<file path="src/hdl/fe_settings.svh">
/*
 * Fetch front end widths and instruction memory geometry
 */
`ifndef FE_SETTINGS_SVH
`define FE_SETTINGS_SVH

// Program counter and instruction word
`define FE_VADDR_WIDTH 32
`define FE_INSTR_WIDTH 32

// On-chip instruction memory, one instruction per word
`define FE_IMEM_WORDS 256
`define FE_IMEM_ADDR_WIDTH 8

`endif

</file>
<file path="src/hdl/fe_pc_gen.sv">
/*
 * PC generator: sequential fetch PC plus a resume PC for replay
 */
`include "fe_settings.svh"

module fe_pc_gen
  (input                                clk_i
  , input                               reset_i

  , input                               fetch_v_i
  , input                               redirect_v_i
  , input                               cmd_taken_i
  , input [`FE_VADDR_WIDTH-1:0]         cmd_pc_i
  , input [`FE_VADDR_WIDTH-1:0]         if2_pc_i

  , output logic [`FE_VADDR_WIDTH-1:0]  next_pc_o
  );

  localparam logic [`FE_VADDR_WIDTH-1:0] pc_step_lp = 4;

  logic [`FE_VADDR_WIDTH-1:0] fetch_pc_r;
  logic [`FE_VADDR_WIDTH-1:0] resume_pc_r;

  always_ff @(posedge clk_i)
  begin
    if (reset_i)
    begin
      fetch_pc_r  <= '0;
      resume_pc_r <= '0;
    end
    else
    begin
      // Redirect wins over the sequential step
      if (redirect_v_i)
        fetch_pc_r <= cmd_taken_i ? cmd_pc_i : resume_pc_r;
      else if (fetch_v_i)
        fetch_pc_r <= fetch_pc_r + pc_step_lp;

      // Holds the oldest PC not yet delivered
      if (cmd_taken_i)
        resume_pc_r <= cmd_pc_i;
      else if (fetch_v_i)
        resume_pc_r <= if2_pc_i;
    end
  end

  assign next_pc_o = fetch_pc_r;

endmodule

</file>
<file path="config.mk">
export PLATFORM = sky130hd
export DESIGN_NAME = fe_pc_gen
export DESIGN_NICKNAME = d
export VERILOG_FILES = /design/src/hdl/fe_pc_gen.sv
export VERILOG_INCLUDE_DIRS = /design/src /design/src/hdl
export SDC_FILE = /design/constraint.sdc
export NUM_CORES = 1
export LEC_CHECK = 0
export BUFFER_PORTS_ARGS = -buffer_cell sky130_fd_sc_hd__clkbuf_2
export CAP_MARGIN = 30
export CORE_ASPECT_RATIO = 0.5
export CORE_MARGIN = 10
export CORE_UTILIZATION = 39
export DETAILED_ROUTE_END_ITERATION = 8
export GPL_ROUTABILITY_DRIVEN = 0
export PLACE_DENSITY = 0.72
export SLEW_MARGIN = 20
export SYNTH_ARGS = -nofsm -noshare
export SYNTH_HDL_FRONTEND = slang
export SYNTH_SLANG_ARGS = --single-unit
</file>
<file path="constraint.sdc">
create_clock -name clk_i -period 4.12 [get_ports clk_i]
set_clock_uncertainty 0.1 [all_clocks]
set_input_delay 0.824 -clock clk_i [delete_from_list [all_inputs] [get_ports clk_i]]
set_output_delay 0.824 -clock clk_i [all_outputs]
set_load 0.01 [all_outputs]
</file>
==> out/qor.yml <==
status:
  status: "completed"
clock_tree:
  cts_setup_buffers: 0
  cts-root-buf: "clkbuf_16"
  cts.sinks: 64
  cts_max_level: 3
  ctsHoldBuffers: 0
  cts_tree: "done"
  clock_latency_ps: 330
  clk_path_buf_depth: 2
  ctsResizeCount: 0
  numCtsBuffers: 9
  cts.reportedPaths.clkPinSlew_ps: 60
worst_setup_path:
  reg2regPathDepth: 5
  cp_max_fo: 19
  arrival_ps: 2360
  required_ps: 4260
  critPathKind: "input pin to flop"
  crit_path_end_kind: "flop"
  cp-start-kind: "input pin"
cells_and_area:
  num_antenna_cells: 0
  drive_above_1_share: 0.263
  final_util: 0.507
  final_nets: 564
  area_delta_synth_final_pct: 25.8
  stdcell_area_um2: 4430
synth:
  synth-simple-area-share: 0.183
  synth_nets: 478
  yosysSeqAreaShare: 0.364
  avgSynthCellArea_um2: 8.63
  ys.warnings.count: 0
  synthArstFlopShare: 0
  ys_ff_latch: 64
  yosysUniqueCellTypes: 31
  synthXorXnorAreaFrac: 0.0722
  syn_inst: 408
  syn_area_um2: 3520
  synth_fa_ha_area_frac: 0.00355
  synth_top_family_by_area: "simple AND/OR/NAND/NOR gates"
  synthMuxAreaShare: 0.182
  synth_enable_flop_cells: 0
  synth-compound-area-share: 0.141
  synth_ff_type: "dfxtp_1"
min_path:
  min_path_cells: 2
  min_path_type: "flop to flop"
global_route:
  use_met2: 0.241
  use_met3: 0.0468
  grt_pass1_wl_um: 15200
  grt_overflow: 0
  busiest_layer: "met2"
  grt_pass1_vias: 3004
  gr-usage-met1: 0.153
  grtUsageTotal: 0.136
  grt_max_degree: 97
  antenna_found_initial: 0
timing:
  fin_crit_sh: 0.539
  slew_viol_final: 0
  hold_viol_final: 0
  fin_crit_ps: 2220
  setup_violations: 0
  fmax_mhz: 450
  slew_headroom: 0.492
  tightest_slew_ps: 762
  final.setup.tns_ps: 0
  rsz0062_at_grt: "no"
detailed_routing:
  wl_per_cell_um: 14.9
  first_iter_violations: 166
  num_vias: 3063
  wl_um: 9190
  avgViaCountPerCell: 4.97
  ant_nets: 0
  firstDrtPassIters: 4
  drc: 0
floorplanning:
  die_y_um: 87.2
  core_area_um2: 8740
  fp-row-count: 24
  fp.dieW_um: 154
  dieArea_um2: 13500
  ioPinCount: 101
  start_util: 0.403
power_and_ir_drop:
  p_leak_nw: 2.08
  peakVddDrop_mv: 0.259
  power_density_nw_per_um2: 428
  power_mw: 1.89
place:
  dp_hpwl_um: 6740
  placed_cell_area_um2: 4030
  io_buffers: 100
run:
  drv_cap: 0
[state kept, by name, indices dropped and copies added (netlist names)]
name	count
next_pc_o	32
resume_pc_r	32
[layer usage]
metal	vias up	share of wire
met1	1399	0.44
met5	-	0
met4	0	0.0097
met2	57	0.50
li1	1599	-
met3	8	0.055
[power breakdown]
group	internal, mW	switching (mW)
Sequential	0.663	0.0397
Combinational	0.120	0.131
Clock	0.653	0.288
Total	1.44	0.459
[critical path, stage by stage]
cell	delay [ps]
clkbuf_2	320
buf_4	370
and2_1	260
nand3_1	110
xnor2_1	160
nor2_1	50
a211oi_1	250
[final cells by class]
type,count,area (µm²)
Clock inverter,7,144
Sequential cell,64,1280
Tap cell,117,146
Inverter,4,15.0
Clock buffer,9,225
Multi-Input combinational cell,309,2050
Timing Repair Buffer,106,568
Fill cell,837,4310
[cells in the final DEF (no fill, tap or decap)]
cell,synthesis,final
or2_2,1,1
clkbuf_16,0,9
a21oi_1,49,49
nor3b_4,1,1
a211oi_1,13,13
and4_1,2,2
mux2_2,1,1
nand3_1,15,15
o21a_1,17,17
nor2b_1,1,1
dfxtp_1,64,64
clkinvlp_4,0,2
nor4_4,1,1
nand2_1,12,12
inv_1,4,4
clkinv_4,0,1
nor3_1,5,5
mux2i_1,63,63
nor2_1,79,79
buf_16,0,1
nand4_2,4,4
o211a_1,2,2
ha_1,1,1
nor4_2,1,1
buf_4,0,6
and2_1,2,2
and3_1,3,3
nand4_1,6,6
clkbuf_2,1,99
xnor2_1,22,22
o31ai_1,1,1
xor2_1,7,7
bufinv_16,0,4
[cell usage after synthesis, types with 2 or more instances]
library cell / number / area share
a211oi_1: 13 / 0.028
a21oi_1: 49 / 0.070
and2_1: 2 / 0.0036
and3_1: 3 / 0.0053
and4_1: 2 / 0.0050
buf_2: 7 / 0.010
clkbuf_1: 18 / 0.019
clkbuf_8: 4 / 0.016
dfxtp_1: 64 / 0.36
inv_1: 4 / 0.0043
mux2i_1: 63 / 0.18
nand2_1: 12 / 0.013
nand3_1: 15 / 0.021
nand4_1: 6 / 0.011
nand4_2: 4 / 0.014
nor2_1: 79 / 0.084
nor3_1: 5 / 0.0071
o211a_1: 2 / 0.0057
o21a_1: 17 / 0.036
xnor2_1: 22 / 0.055
xor2_1: 7 / 0.017
[through the flow]
stage               setup slack, ps  hold WS [ps]  cells
detailed placement             1560           397    599
finish                         1900           401    616
floorplan                      2090           418    408
global placement               1610           386    599
CTS                            1910           404    615
global route                   1710           429    616
[logic make-up (layout without fill, tap and decap cells)]
group                      after synthesis  in the layout
AOI/OAI and AO/OA                       82             82
xor gates and xnor gates                29             29
adders and majority gates                1              1
buffers and inverters                   35            126
DFF                                     64             64
muxes                                   64             64
and+or+nand+nor                        133            133
[path summary, 6_finish.rpt]
check                 from            end  slack, ps
min           next_pc_o[0]   next_pc_o[0]        400
max              fetch_v_i   next_pc_o[6]       1900
max reg2reg  next_pc_o[11]  next_pc_o[20]       2030
min reg2reg   next_pc_o[0]   next_pc_o[0]        400
No activity file was read; power rests on OpenSTA's default activity.
