$ cat src/hdl/fe_settings.svh
/*
 * Fetch front end widths and instruction memory geometry
 */
`ifndef FE_SETTINGS_SVH
`define FE_SETTINGS_SVH

// Program counter and instruction word
`define FE_VADDR_WIDTH 32
`define FE_INSTR_WIDTH 32

// On-chip instruction memory, one instruction per word
`define FE_IMEM_WORDS 256
`define FE_IMEM_ADDR_WIDTH 8

`endif

$ cat src/hdl/fe_pkg.sv
/*
 * Fetch front end types: command opcodes, queue message kinds,
 * exception codes and the queue payload word
 */
`include "fe_settings.svh"

package fe_pkg;

  typedef enum logic
  {
    e_op_redirect = 1'b0
    , e_op_wait   = 1'b1
  } fe_cmd_op_e;

  typedef enum logic
  {
    e_fe_fetch       = 1'b0
    , e_fe_exception = 1'b1
  } fe_msg_type_e;

  // Same numbering as the RISC-V cause codes
  typedef enum logic [1:0]
  {
    e_instr_misaligned     = 2'd0
    , e_instr_access_fault = 2'd1
  } fe_exc_code_e;

  typedef struct packed
  {
    logic [`FE_INSTR_WIDTH-1:0] instr;
  } fe_fetch_s;

  typedef struct packed
  {
    logic [`FE_INSTR_WIDTH-3:0] padding;
    fe_exc_code_e               exception_code;
  } fe_exception_s;

  // Decoded by the consumer according to the message kind
  typedef union packed
  {
    fe_fetch_s     fetch;
    fe_exception_s exception;
  } fe_payload_u;

endpackage

$ cat src/hdl/fe_control.sv
/*
 * Fetch controller: wait/run/stall FSM with command decode
 */
module fe_control
  (input                        clk_i
  , input                       reset_i

  , input                       cmd_v_i
  , input fe_pkg::fe_cmd_op_e   cmd_op_i
  , output logic                cmd_ready_o

  , input                       queue_ready_i
  , input                       if2_v_i
  , input                       if2_exc_i
  , input                       fetch_fail_i

  , output logic                fetch_v_o
  , output logic                redirect_v_o
  , output logic                flush_o
  );

  localparam logic [1:0] state_wait_lp  = 2'd0;
  localparam logic [1:0] state_run_lp   = 2'd1;
  localparam logic [1:0] state_stall_lp = 2'd2;

  logic [1:0] state_r, state_n;
  logic       ready_r;

  wire cmd_taken    = cmd_v_i & ready_r;
  wire redirect_cmd = cmd_taken & (cmd_op_i == fe_pkg::e_op_redirect);
  wire wait_cmd     = cmd_taken & (cmd_op_i == fe_pkg::e_op_wait);

  wire is_run   = (state_r == state_run_lp);
  wire is_stall = (state_r == state_stall_lp);

  // Exception leaves IF2 this cycle
  wire exc_done = is_run & if2_v_i & if2_exc_i & queue_ready_i & ~cmd_taken;
  wire unstall  = is_stall & queue_ready_i & ~cmd_taken;

  always_comb
  begin
    state_n = state_r;
    if (redirect_cmd)
      state_n = state_run_lp;
    else if (wait_cmd)
      state_n = state_wait_lp;
    else
      case (state_r)
        state_run_lp:
          if (fetch_fail_i)
            state_n = state_stall_lp;
          else if (exc_done)
            state_n = state_wait_lp;
        state_stall_lp:
          if (queue_ready_i)
            state_n = state_run_lp;
        default: state_n = state_wait_lp;
      endcase
  end

  always_ff @(posedge clk_i)
  begin
    if (reset_i)
    begin
      state_r <= state_wait_lp;
      ready_r <= 1'b0;
    end
    else
    begin
      state_r <= state_n;
      ready_r <= 1'b1;
    end
  end

  assign cmd_ready_o  = ready_r;
  assign fetch_v_o    = is_run;
  // Stall exit replays from the resume PC
  assign redirect_v_o = redirect_cmd | unstall;
  assign flush_o      = cmd_taken | fetch_fail_i;

endmodule

$ cat config.mk
export PLATFORM = sky130hd
export DESIGN_NAME = fe_control
export DESIGN_NICKNAME = d
export VERILOG_FILES = /design/src/hdl/fe_pkg.sv /design/src/hdl/fe_control.sv
export VERILOG_INCLUDE_DIRS = /design/src /design/src/hdl
export SDC_FILE = /design/constraint.sdc
export NUM_CORES = 1
export LEC_CHECK = 0
export ABC_AREA = 1
export BUFFER_PORTS_ARGS = -buffer_cell sky130_fd_sc_hd__buf_4
export CELL_PAD_IN_SITES_DETAIL_PLACEMENT = 1
export CELL_PAD_IN_SITES_GLOBAL_PLACEMENT = 1
export CORE_AREA = 5 5 42 44
export CTS_CLUSTER_DIAMETER = 150
export DETAILED_ROUTE_END_ITERATION = 8
export DIE_AREA = 0 0 47 49
export PLACE_DENSITY_LB_ADDON = 0.1
export SLEW_MARGIN = 20
export SYNTH_ARGS = -nofsm -noshare
export SYNTH_HDL_FRONTEND = slang
export SYNTH_SLANG_ARGS = --single-unit
$ cat constraint.sdc
create_clock -name clk_i -period 1.15 [get_ports clk_i]
set_clock_uncertainty 0.1 [all_clocks]
set_input_delay 0.0575 -clock clk_i [delete_from_list [all_inputs] [get_ports clk_i]]
set_output_delay 0.0575 -clock clk_i [all_outputs]
set_load 0.1 [all_outputs]
==> run summary <==
wire per inst -> 8.82 µm
crit path DAT -> 1170 ps
leakage power -> 0.210 nW
n_diodes -> 0
Die Ht -> 49 µm
post-synthesis sequential area ratio -> 0.372
Final nets -> 59
Synth Instances -> 26
initial antenna violation count -> 0
Worst R2R End -> state_r[0]
I/O pin total -> 12
Port Buf Inserts -> 11
setup ws final -> -173 ps
relative slew slack -> 0.816
worst flop-to-flop path startpoint -> state_r[0]
first-pass detailed-route iteration total -> 2
nature of the critical path endpoint -> output pin
Final ANT Viol Nets -> 0
worst slew pin tran -> 279 ps
Residual DRC -> 0
total of max-cap violations -> 0
Root Driver -> clkbuf_4
Initial Util -> 0.115
YS warnings -> 0
Skew-Pair Late Insertion Delay -> 230 ps
DIE WIDTH -> 47 µm
power density over the cells -> 1010 nW/µm²
Post-DP HPWL -> 472 µm
RD Place Congestion -> 0.653
Layout area overhead -> 169%
die area -> 2300 µm²
Max Transition Viols Final -> 0
clk sinks -> 3
Post-Synth Adder-Cell Area -> 0
number of vias per cell -> 3.58
layout cells sized above 1 -> 0.680
Fillers -> 178
Synth Area in Compound Gates -> 0.0620
Req. time, crit path -> 990 ps
FF-to-FF setup slack -> -40 ps
cts bufs inserted -> 3
clk slew on worst S/H paths -> 30 ps
mux cell area share after synthesis -> 0
Post-Synth Simple-Gate Area -> 0.450
worst hold path type -> primary input to flip-flop
GRT overflow -> 0
core area -> 1400 µm²
count of different cell masters after synthesis -> 9
post-synthesis cell area -> 161 µm²
critical path class -> flip-flop to output pin
critical path peak fanout -> 3
RSZ-0062 raised after global routing -> true
H-tree depth -> 1
FMAX -> 0.756 GHz
Reg2Reg Depth -> 8
Max IR drop VDD -> 0.307 mV
Vias -> 236
Setup crit start -> state_r[0]
Final Setup Violations -> 2
status -> finished, violations left
Final TNS setup -> -210 ps
first-pass GRT wire length -> 945 µm
Period Utilization, post-route -> 1.15
TritonCTS clock tree -> yes
failing checks -> setup timing
startpoint types -> flip-flop
Max clock buf depth -> 2
Final min period -> 1320 ps
Seq cells post-synth -> 3
syn avg cell area -> 6.21 µm²
xor/xnor share of the synthesized area -> 0
syn nets -> 34
Tot GR Track Use -> 0.0591
largest net degree at the start of global routing -> 6
hold_ws -> 49.5 ps
Critical Path End -> redirect_v_o
Total Routed Length -> 582 µm
Iter 0 DRT Violations -> 1
Fin. Hold Viols -> 0
FP Rows -> 14
largest family of logic cells by synthesized area -> simple AND/OR/NAND/NOR gates
vias in the first global route -> 250
-- synthesized netlist by cell type --
cell	count	area (µm²)
nand2_2	1	6.26
inv_1	5	18.8
nand2_1	7	26.3
nor2_1	3	11.3
dfxtp_1	3	60.1
nand3_1	2	10.0
a21oi_1	2	10.0
nand4_1	1	6.26
nor2_2	2	12.5
-- report_power, final --
part	switching, mW	total, mW	internal (mW)
Combinational	0.0868	0.147	0.0598
Clock	0.0498	0.180	0.130
Sequential	0.00305	0.111	0.108
Total	0.140	0.437	0.298
-- final cells by class --
class | instances | area [µm²] | share of cell area
clock buffer | 4 | 26.3 | 0.0605
inverter | 5 | 18.8 | 0.0432
multi-input combinational | 18 | 115 | 0.265
sequential | 3 | 66.3 | 0.153
tap | 16 | 20.0 | 0.0461
timing repair buffer | 20 | 188 | 0.432
-- state kept, by name, summed over array words and instances, names as in the netlist --
| signal | flops |
|---|---|
| state_r | 2 |
| cmd_ready_o | 1 |
-- through the flow --
step,setup WS [ps],std cells,cell area (µm²),util,total power [mW]
floorplan,-352,26,186,-,0.191
global placement,-26.7,57,319,0.228,0.233
detailed placement,-46.6,57,319,0.228,0.235
CTS,-199,64,417,0.297,0.449
global route,-235,66,434,0.310,0.464
finish,-173,66,434,0.310,0.437
-- per-layer routing --
metal | share of wire | GRT usage | wire [µm]
met4 | 0 | 0.0553 | 0
met5 | 0 | 0 | 0
met2 | 0.58 | 0.0973 | 338
met3 | 0.052 | 0.0111 | 30
met1 | 0.37 | 0.0569 | 213
-- placed cells by master, fill, tap and decap left out, drive strengths merged --
master / instances
nand2: 8
inv: 5
dlygate4sd3: 2
nor2: 5
buf: 18
dfxtp: 3
clkbuf: 4
a21oi: 2
nand3: 2
nand4: 1
-- worst min path at each step --
| stage | startpoint | to | slack, ps | cells after the start |
|---|---|---|---|---|
| 2_1_floorplan | reset_i | cmd_ready_o | 40 | 1 |
| 3_3_place_gp | reset_i | cmd_ready_o | 130 | 2 |
| 3_5_place_dp | reset_i | cmd_ready_o | 140 | 2 |
| 4_1_cts | queue_ready_i | state_r[1] | 30 | 4 |
| 5_1_grt | queue_ready_i | state_r[1] | 50 | 4 |
| 6_report | queue_ready_i | state_r[1] | 50 | 4 |
-- critical path, cell delays in order (launching register included) --
cell     delay (ps)
dfxtp_2         300
inv_2            80
nand2_2          70
nor2_4          130
nor2_2           60
nor2_4          120
buf_12          180
-- repair_timing --
action	4_1_cts	5_1_grt
hold buffers	2	0
endpoints found under the hold margin	3	0
endpoints found under the setup margin	3	3
pin swaps	3	4
resized for setup	12	1
buffers inserted	1	2
-- logic make-up after synthesis --
kind of cell | Yosys count
flip-flops | 3
AND/OR/NAND/NOR | 16
buffers and inverters | 5
AO/OA/AOI/OAI | 2
(Power assumes the default switching activity.)
