`src/hdl/fe_settings.svh`:
```
/*
 * Fetch front end widths and instruction memory geometry
 */
`ifndef FE_SETTINGS_SVH
`define FE_SETTINGS_SVH

// Program counter and instruction word
`define FE_VADDR_WIDTH 32
`define FE_INSTR_WIDTH 32

// On-chip instruction memory, one instruction per word
`define FE_IMEM_WORDS 256
`define FE_IMEM_ADDR_WIDTH 8

`endif

```
`src/hdl/fe_pkg.sv`:
```
/*
 * Fetch front end types: command opcodes, queue message kinds,
 * exception codes and the queue payload word
 */
`include "fe_settings.svh"

package fe_pkg;

  typedef enum logic
  {
    e_op_redirect = 1'b0
    , e_op_wait   = 1'b1
  } fe_cmd_op_e;

  typedef enum logic
  {
    e_fe_fetch       = 1'b0
    , e_fe_exception = 1'b1
  } fe_msg_type_e;

  // Same numbering as the RISC-V cause codes
  typedef enum logic [1:0]
  {
    e_instr_misaligned     = 2'd0
    , e_instr_access_fault = 2'd1
  } fe_exc_code_e;

  typedef struct packed
  {
    logic [`FE_INSTR_WIDTH-1:0] instr;
  } fe_fetch_s;

  typedef struct packed
  {
    logic [`FE_INSTR_WIDTH-3:0] padding;
    fe_exc_code_e               exception_code;
  } fe_exception_s;

  // Decoded by the consumer according to the message kind
  typedef union packed
  {
    fe_fetch_s     fetch;
    fe_exception_s exception;
  } fe_payload_u;

endpackage

```
`src/hdl/fe_fetch_pipe.sv`:
```
/*
 * Two-stage fetch pipe (IF1, IF2) and fetch queue message formation
 */
`include "fe_settings.svh"

module fe_fetch_pipe
  (input                                clk_i
  , input                               reset_i

  , input                               fetch_v_i
  , input                               flush_i
  , input                               queue_ready_i
  , input [`FE_VADDR_WIDTH-1:0]         next_pc_i
  , input [`FE_INSTR_WIDTH-1:0]         instr_i
  , input                               misaligned_i
  , input                               access_fault_i

  , output logic                        if2_v_o
  , output logic                        if2_exc_o
  , output logic [`FE_VADDR_WIDTH-1:0]  if2_pc_o
  , output logic                        fetch_fail_o

  , output logic                        queue_v_o
  , output fe_pkg::fe_msg_type_e        queue_type_o
  , output logic [`FE_VADDR_WIDTH-1:0]  queue_pc_o
  , output fe_pkg::fe_payload_u         queue_payload_o
  );

  logic                         if1_v_r, if2_v_r;
  logic [`FE_VADDR_WIDTH-1:0]   if1_pc_r, if2_pc_r;
  logic [`FE_INSTR_WIDTH-1:0]   if2_instr_r;
  logic                         if2_misaligned_r, if2_access_fault_r;

  // A delivered exception ends the stream, so younger fetches die with it
  wire exc_sent = queue_v_o & if2_exc_o;
  wire kill     = flush_i | exc_sent;

  always_ff @(posedge clk_i)
  begin
    if (reset_i)
    begin
      if1_v_r <= 1'b0;
      if2_v_r <= 1'b0;
    end
    else
    begin
      if1_v_r <= fetch_v_i & ~kill;
      if2_v_r <= if1_v_r & ~kill;
    end
  end

  // Memory output lines up with IF1
  always_ff @(posedge clk_i)
  begin
    if (fetch_v_i)
      if1_pc_r <= next_pc_i;
    if (if1_v_r)
    begin
      if2_pc_r           <= if1_pc_r;
      if2_instr_r        <= instr_i;
      if2_misaligned_r   <= misaligned_i;
      if2_access_fault_r <= access_fault_i;
    end
  end

  assign if2_v_o      = if2_v_r;
  assign if2_exc_o    = if2_misaligned_r | if2_access_fault_r;
  assign if2_pc_o     = if2_pc_r;
  assign fetch_fail_o = if2_v_r & ~queue_ready_i;

  // Valid only with ready, never held
  assign queue_v_o  = if2_v_r & queue_ready_i & ~flush_i;
  assign queue_pc_o = if2_pc_r;

  always_comb
  begin
    queue_payload_o = '0;
    if (if2_exc_o)
    begin
      queue_type_o = fe_pkg::e_fe_exception;
      queue_payload_o.exception.exception_code = if2_misaligned_r
                                                 ? fe_pkg::e_instr_misaligned
                                                 : fe_pkg::e_instr_access_fault;
    end
    else
    begin
      queue_type_o = fe_pkg::e_fe_fetch;
      queue_payload_o.fetch.instr = if2_instr_r;
    end
  end

endmodule

```
`config.mk`:
```
export PLATFORM = sky130hd
export DESIGN_NAME = fe_fetch_pipe
export DESIGN_NICKNAME = d
export VERILOG_FILES = /design/src/hdl/fe_pkg.sv /design/src/hdl/fe_fetch_pipe.sv
export VERILOG_INCLUDE_DIRS = /design/src /design/src/hdl
export SDC_FILE = /design/constraint.sdc
export NUM_CORES = 1
export LEC_CHECK = 0
export ABC_AREA = 1
export ABC_CLOCK_PERIOD_IN_PS = 2400
export CORE_ASPECT_RATIO = 1.75
export CORE_MARGIN = 5
export CORE_UTILIZATION = 40
export CTS_CLUSTER_SIZE = 14
export DETAILED_ROUTE_END_ITERATION = 16
export DONT_BUFFER_PORTS = 1
export SYNTH_ARGS = -nofsm -noshare
export SYNTH_HDL_FRONTEND = slang
export SYNTH_SLANG_ARGS = --single-unit
```
`constraint.sdc`:
```
create_clock -name clk_i -period 2.4 [get_ports clk_i]
set_clock_uncertainty 0.1 [all_clocks]
set_input_delay 0.6 -clock clk_i [delete_from_list [all_inputs] [get_ports clk_i]]
set_output_delay 0.6 -clock clk_i [all_outputs]
set_load 0.05 [all_outputs]
```
==> results.cfg <==
[synth]
syn_area_um2 = 3650
yosysMostFrequentCell = edfxtp_1
synthArstFlopShare_pct = 0
dominantRegCellSynth = edfxtp_1
netlist_instances = 216
synth_edf_count = 98
ys_top_cells_by_count = 98 x edfxtp_1, 35 x inv_1, 33 x buf_4
seq_area_frac_synth_pct = 81.8
synthDistinctLibCells = 11
avgSynthCellArea_um2 = 16.9
synth_top_area_cell = edfxtp_1
synth_top_area_share_pct = 80.7
synth_area_leaders = edfxtp_1 81%, buf_4 6.8%, inv_1 3.6%
syn-num-nets = 287
synth_warnings = 0
synth_seq_cells = 100

[clock_tree]
clock_latency_ps = 330
ctsHoldBuffers = 0
ctsRootBufferMaster = clkbuf_16
cts.sinks = 100
cts_resized = 0
cts_buffers = 9
tritoncts = done
post_cts_buffers = 0
ctsHtreeMaxLevel = 3
cts.path.max_buffers = 2
clk_transition_reported_paths_ps = 60

[worst_hold_path]
whs_endpoint = if1_pc_r[30]
hold_class = in2reg
hold_start = next_pc_i[30]
min_path_cells = 0

[route]
first_iter_violations = 97
wirelength_um = 6650
wl_per_cell_um = 17.6
ant_nets = 0
drc_errors = 0
num_vias = 1623
viasPerCell = 4.29
first_pass_iters = 4

[pwr]
switching_share_pct = 21.0
p_sw_uw = 791
internal-power_uw = 2970
power.share.sequential_pct = 54.1
p_leak_uw = 0.00169
ir_worst_vdd_v = 0.000545
comb_power_share_pct = 6.6
p_per_area_nw_per_um2 = 877
pwr-share-clk_pct = 39.3

[place]
placed_area_um2 = 3980
place_congestion = 0.736
io_buffer_count = 0
dp_hpwl_um = 4850
place_inst = 362

[timing]
setup_viol = 0
rsz0062_at_grt = false
period_share_pct = 93.5
drv_slew = 0
tns_ps = 0
worst_slew_pin_slew_ps = 536
fmax_mhz = 445
min_period_ps = 2240
slew_headroom_pct = 64.3
hold_violations = 0

[worst_setup_path]
ff2ff_path_depth = 5
cp.required_ps = 1700
cp-end-kind = output port
r2r-start = if2_access_fault_r
crit_type = reg2out
r2r_end = if1_v_r
arrival_ps = 1540
cp-start-kind = flip-flop
crit_fanout = 34
regToRegSetupSlack_ps = 1130

[final_layout]
fin_area_um2 = 4290
area_delta_synth_final_pct = 17.5
drive_gt1_share_pct = 34.1
fin_util_pct = 47.7
fin_cells = 378
antenna_cells = 0
fin_nets = 324

[global_route]
grt_max_degree = 42
grt_pass1_vias = 1701
overflow = 0
track_usage_pct = 12.4
grt_pass1_wl_um = 9720
antenna_found_initial = 1

[floorplan]
die_area_um2 = 11200
fp.dieH_um = 136
row_count = 46
core_area_um2 = 8980
start_util_pct = 40.6
fp.dieW_um = 82.2
ios = 172

[flow_run]
maxCapViolations = 0

[run_status]
status = finished clean
-- how the worst max path moves through the flow --
stage / startpoint / depth (start not counted) / endpoint / slack [ps]
finish: if2_misaligned_r / 4 / queue_payload_o[31] / 160
global route: if2_misaligned_r / 4 / queue_payload_o[13] / 30
CTS: if2_misaligned_r / 4 / queue_payload_o[13] / 100
detailed placement: if2_misaligned_r / 4 / queue_payload_o[13] / 470
global placement: if2_misaligned_r / 4 / queue_payload_o[18] / 510
floorplan: if1_v_r / 0 / if2_access_fault_r / 140
-- critical path, cell delays in order (launching register included) --
cell and delay (ps):
edfxtp_1 400, inv_2 80, nand2_4 270, nor2_1 220, buf_4 230
-- layout make-up --
class                           instances  area (um2)
Fill cell                             785        4690
Sequential cell                       100        2980
Timing Repair Buffer                   62         465
Multi-Input combinational cell         43         236
Clock buffer                           12         236
Tap cell                              120         150
Inverter                               37         139
Clock inverter                          4        73.8
-- cells by family (layout without fill, tap and decap cells) --
| family | Yosys count | count (layout) | synth area share, % |
|---|---|---|---|
| and+or+nand+nor | 43 | 43 | 6.48 |
| buffers and inverters | 73 | 115 | 11.8 |
| DFF | 100 | 100 | 81.8 |
-- metal layers --
layer / vias to the layer above / global-route usage [%] / share of wire, %
met1: 772 / 12.9 / 33
met5: - / 0 / 0.30
met4: 2 / 6.47 / 2.2
li1: 753 / - / -
met2: 85 / 20.0 / 55
met3: 11 / 6.23 / 9.9
-- sequential cells by signal (all words and copies together) (netlist names) --
register	flops
if2_access_fault_r	1
if2_instr_r	32
if2_misaligned_r	1
if1_v_r	1
if1_pc_r	32
if2_v_o	1
if2_pc_o	32
-- power by group through the flow --
stage                     clock network (uW)  logic (uW)  registers [uW]
after floorplan                            0         149            2140
after global placement                     0         249            2070
after detailed placement                   0         250            2070
after CTS                               1540         251            2030
after global routing                    1610         258            2040
final                                   1480         248            2030
-- layout by cell type (no fill, tap or decap), drive strengths merged --
master / count
edfxtp: 98
buf: 62
inv: 37
nor2: 37
clkbuf: 12
nand2: 6
bufinv: 2
clkinv: 2
dfxtp: 2
-- stage by stage --
step	total power, uW	hold WS, ps	setup WS (ps)
2_1_floorplan	2290	300	141
3_3_place_gp	2320	300	512
3_5_place_dp	2320	306	475
4_1_cts	3820	243	104
5_1_grt	3910	235	30.6
6_report	3760	259	155
(Power assumes the default switching activity.)
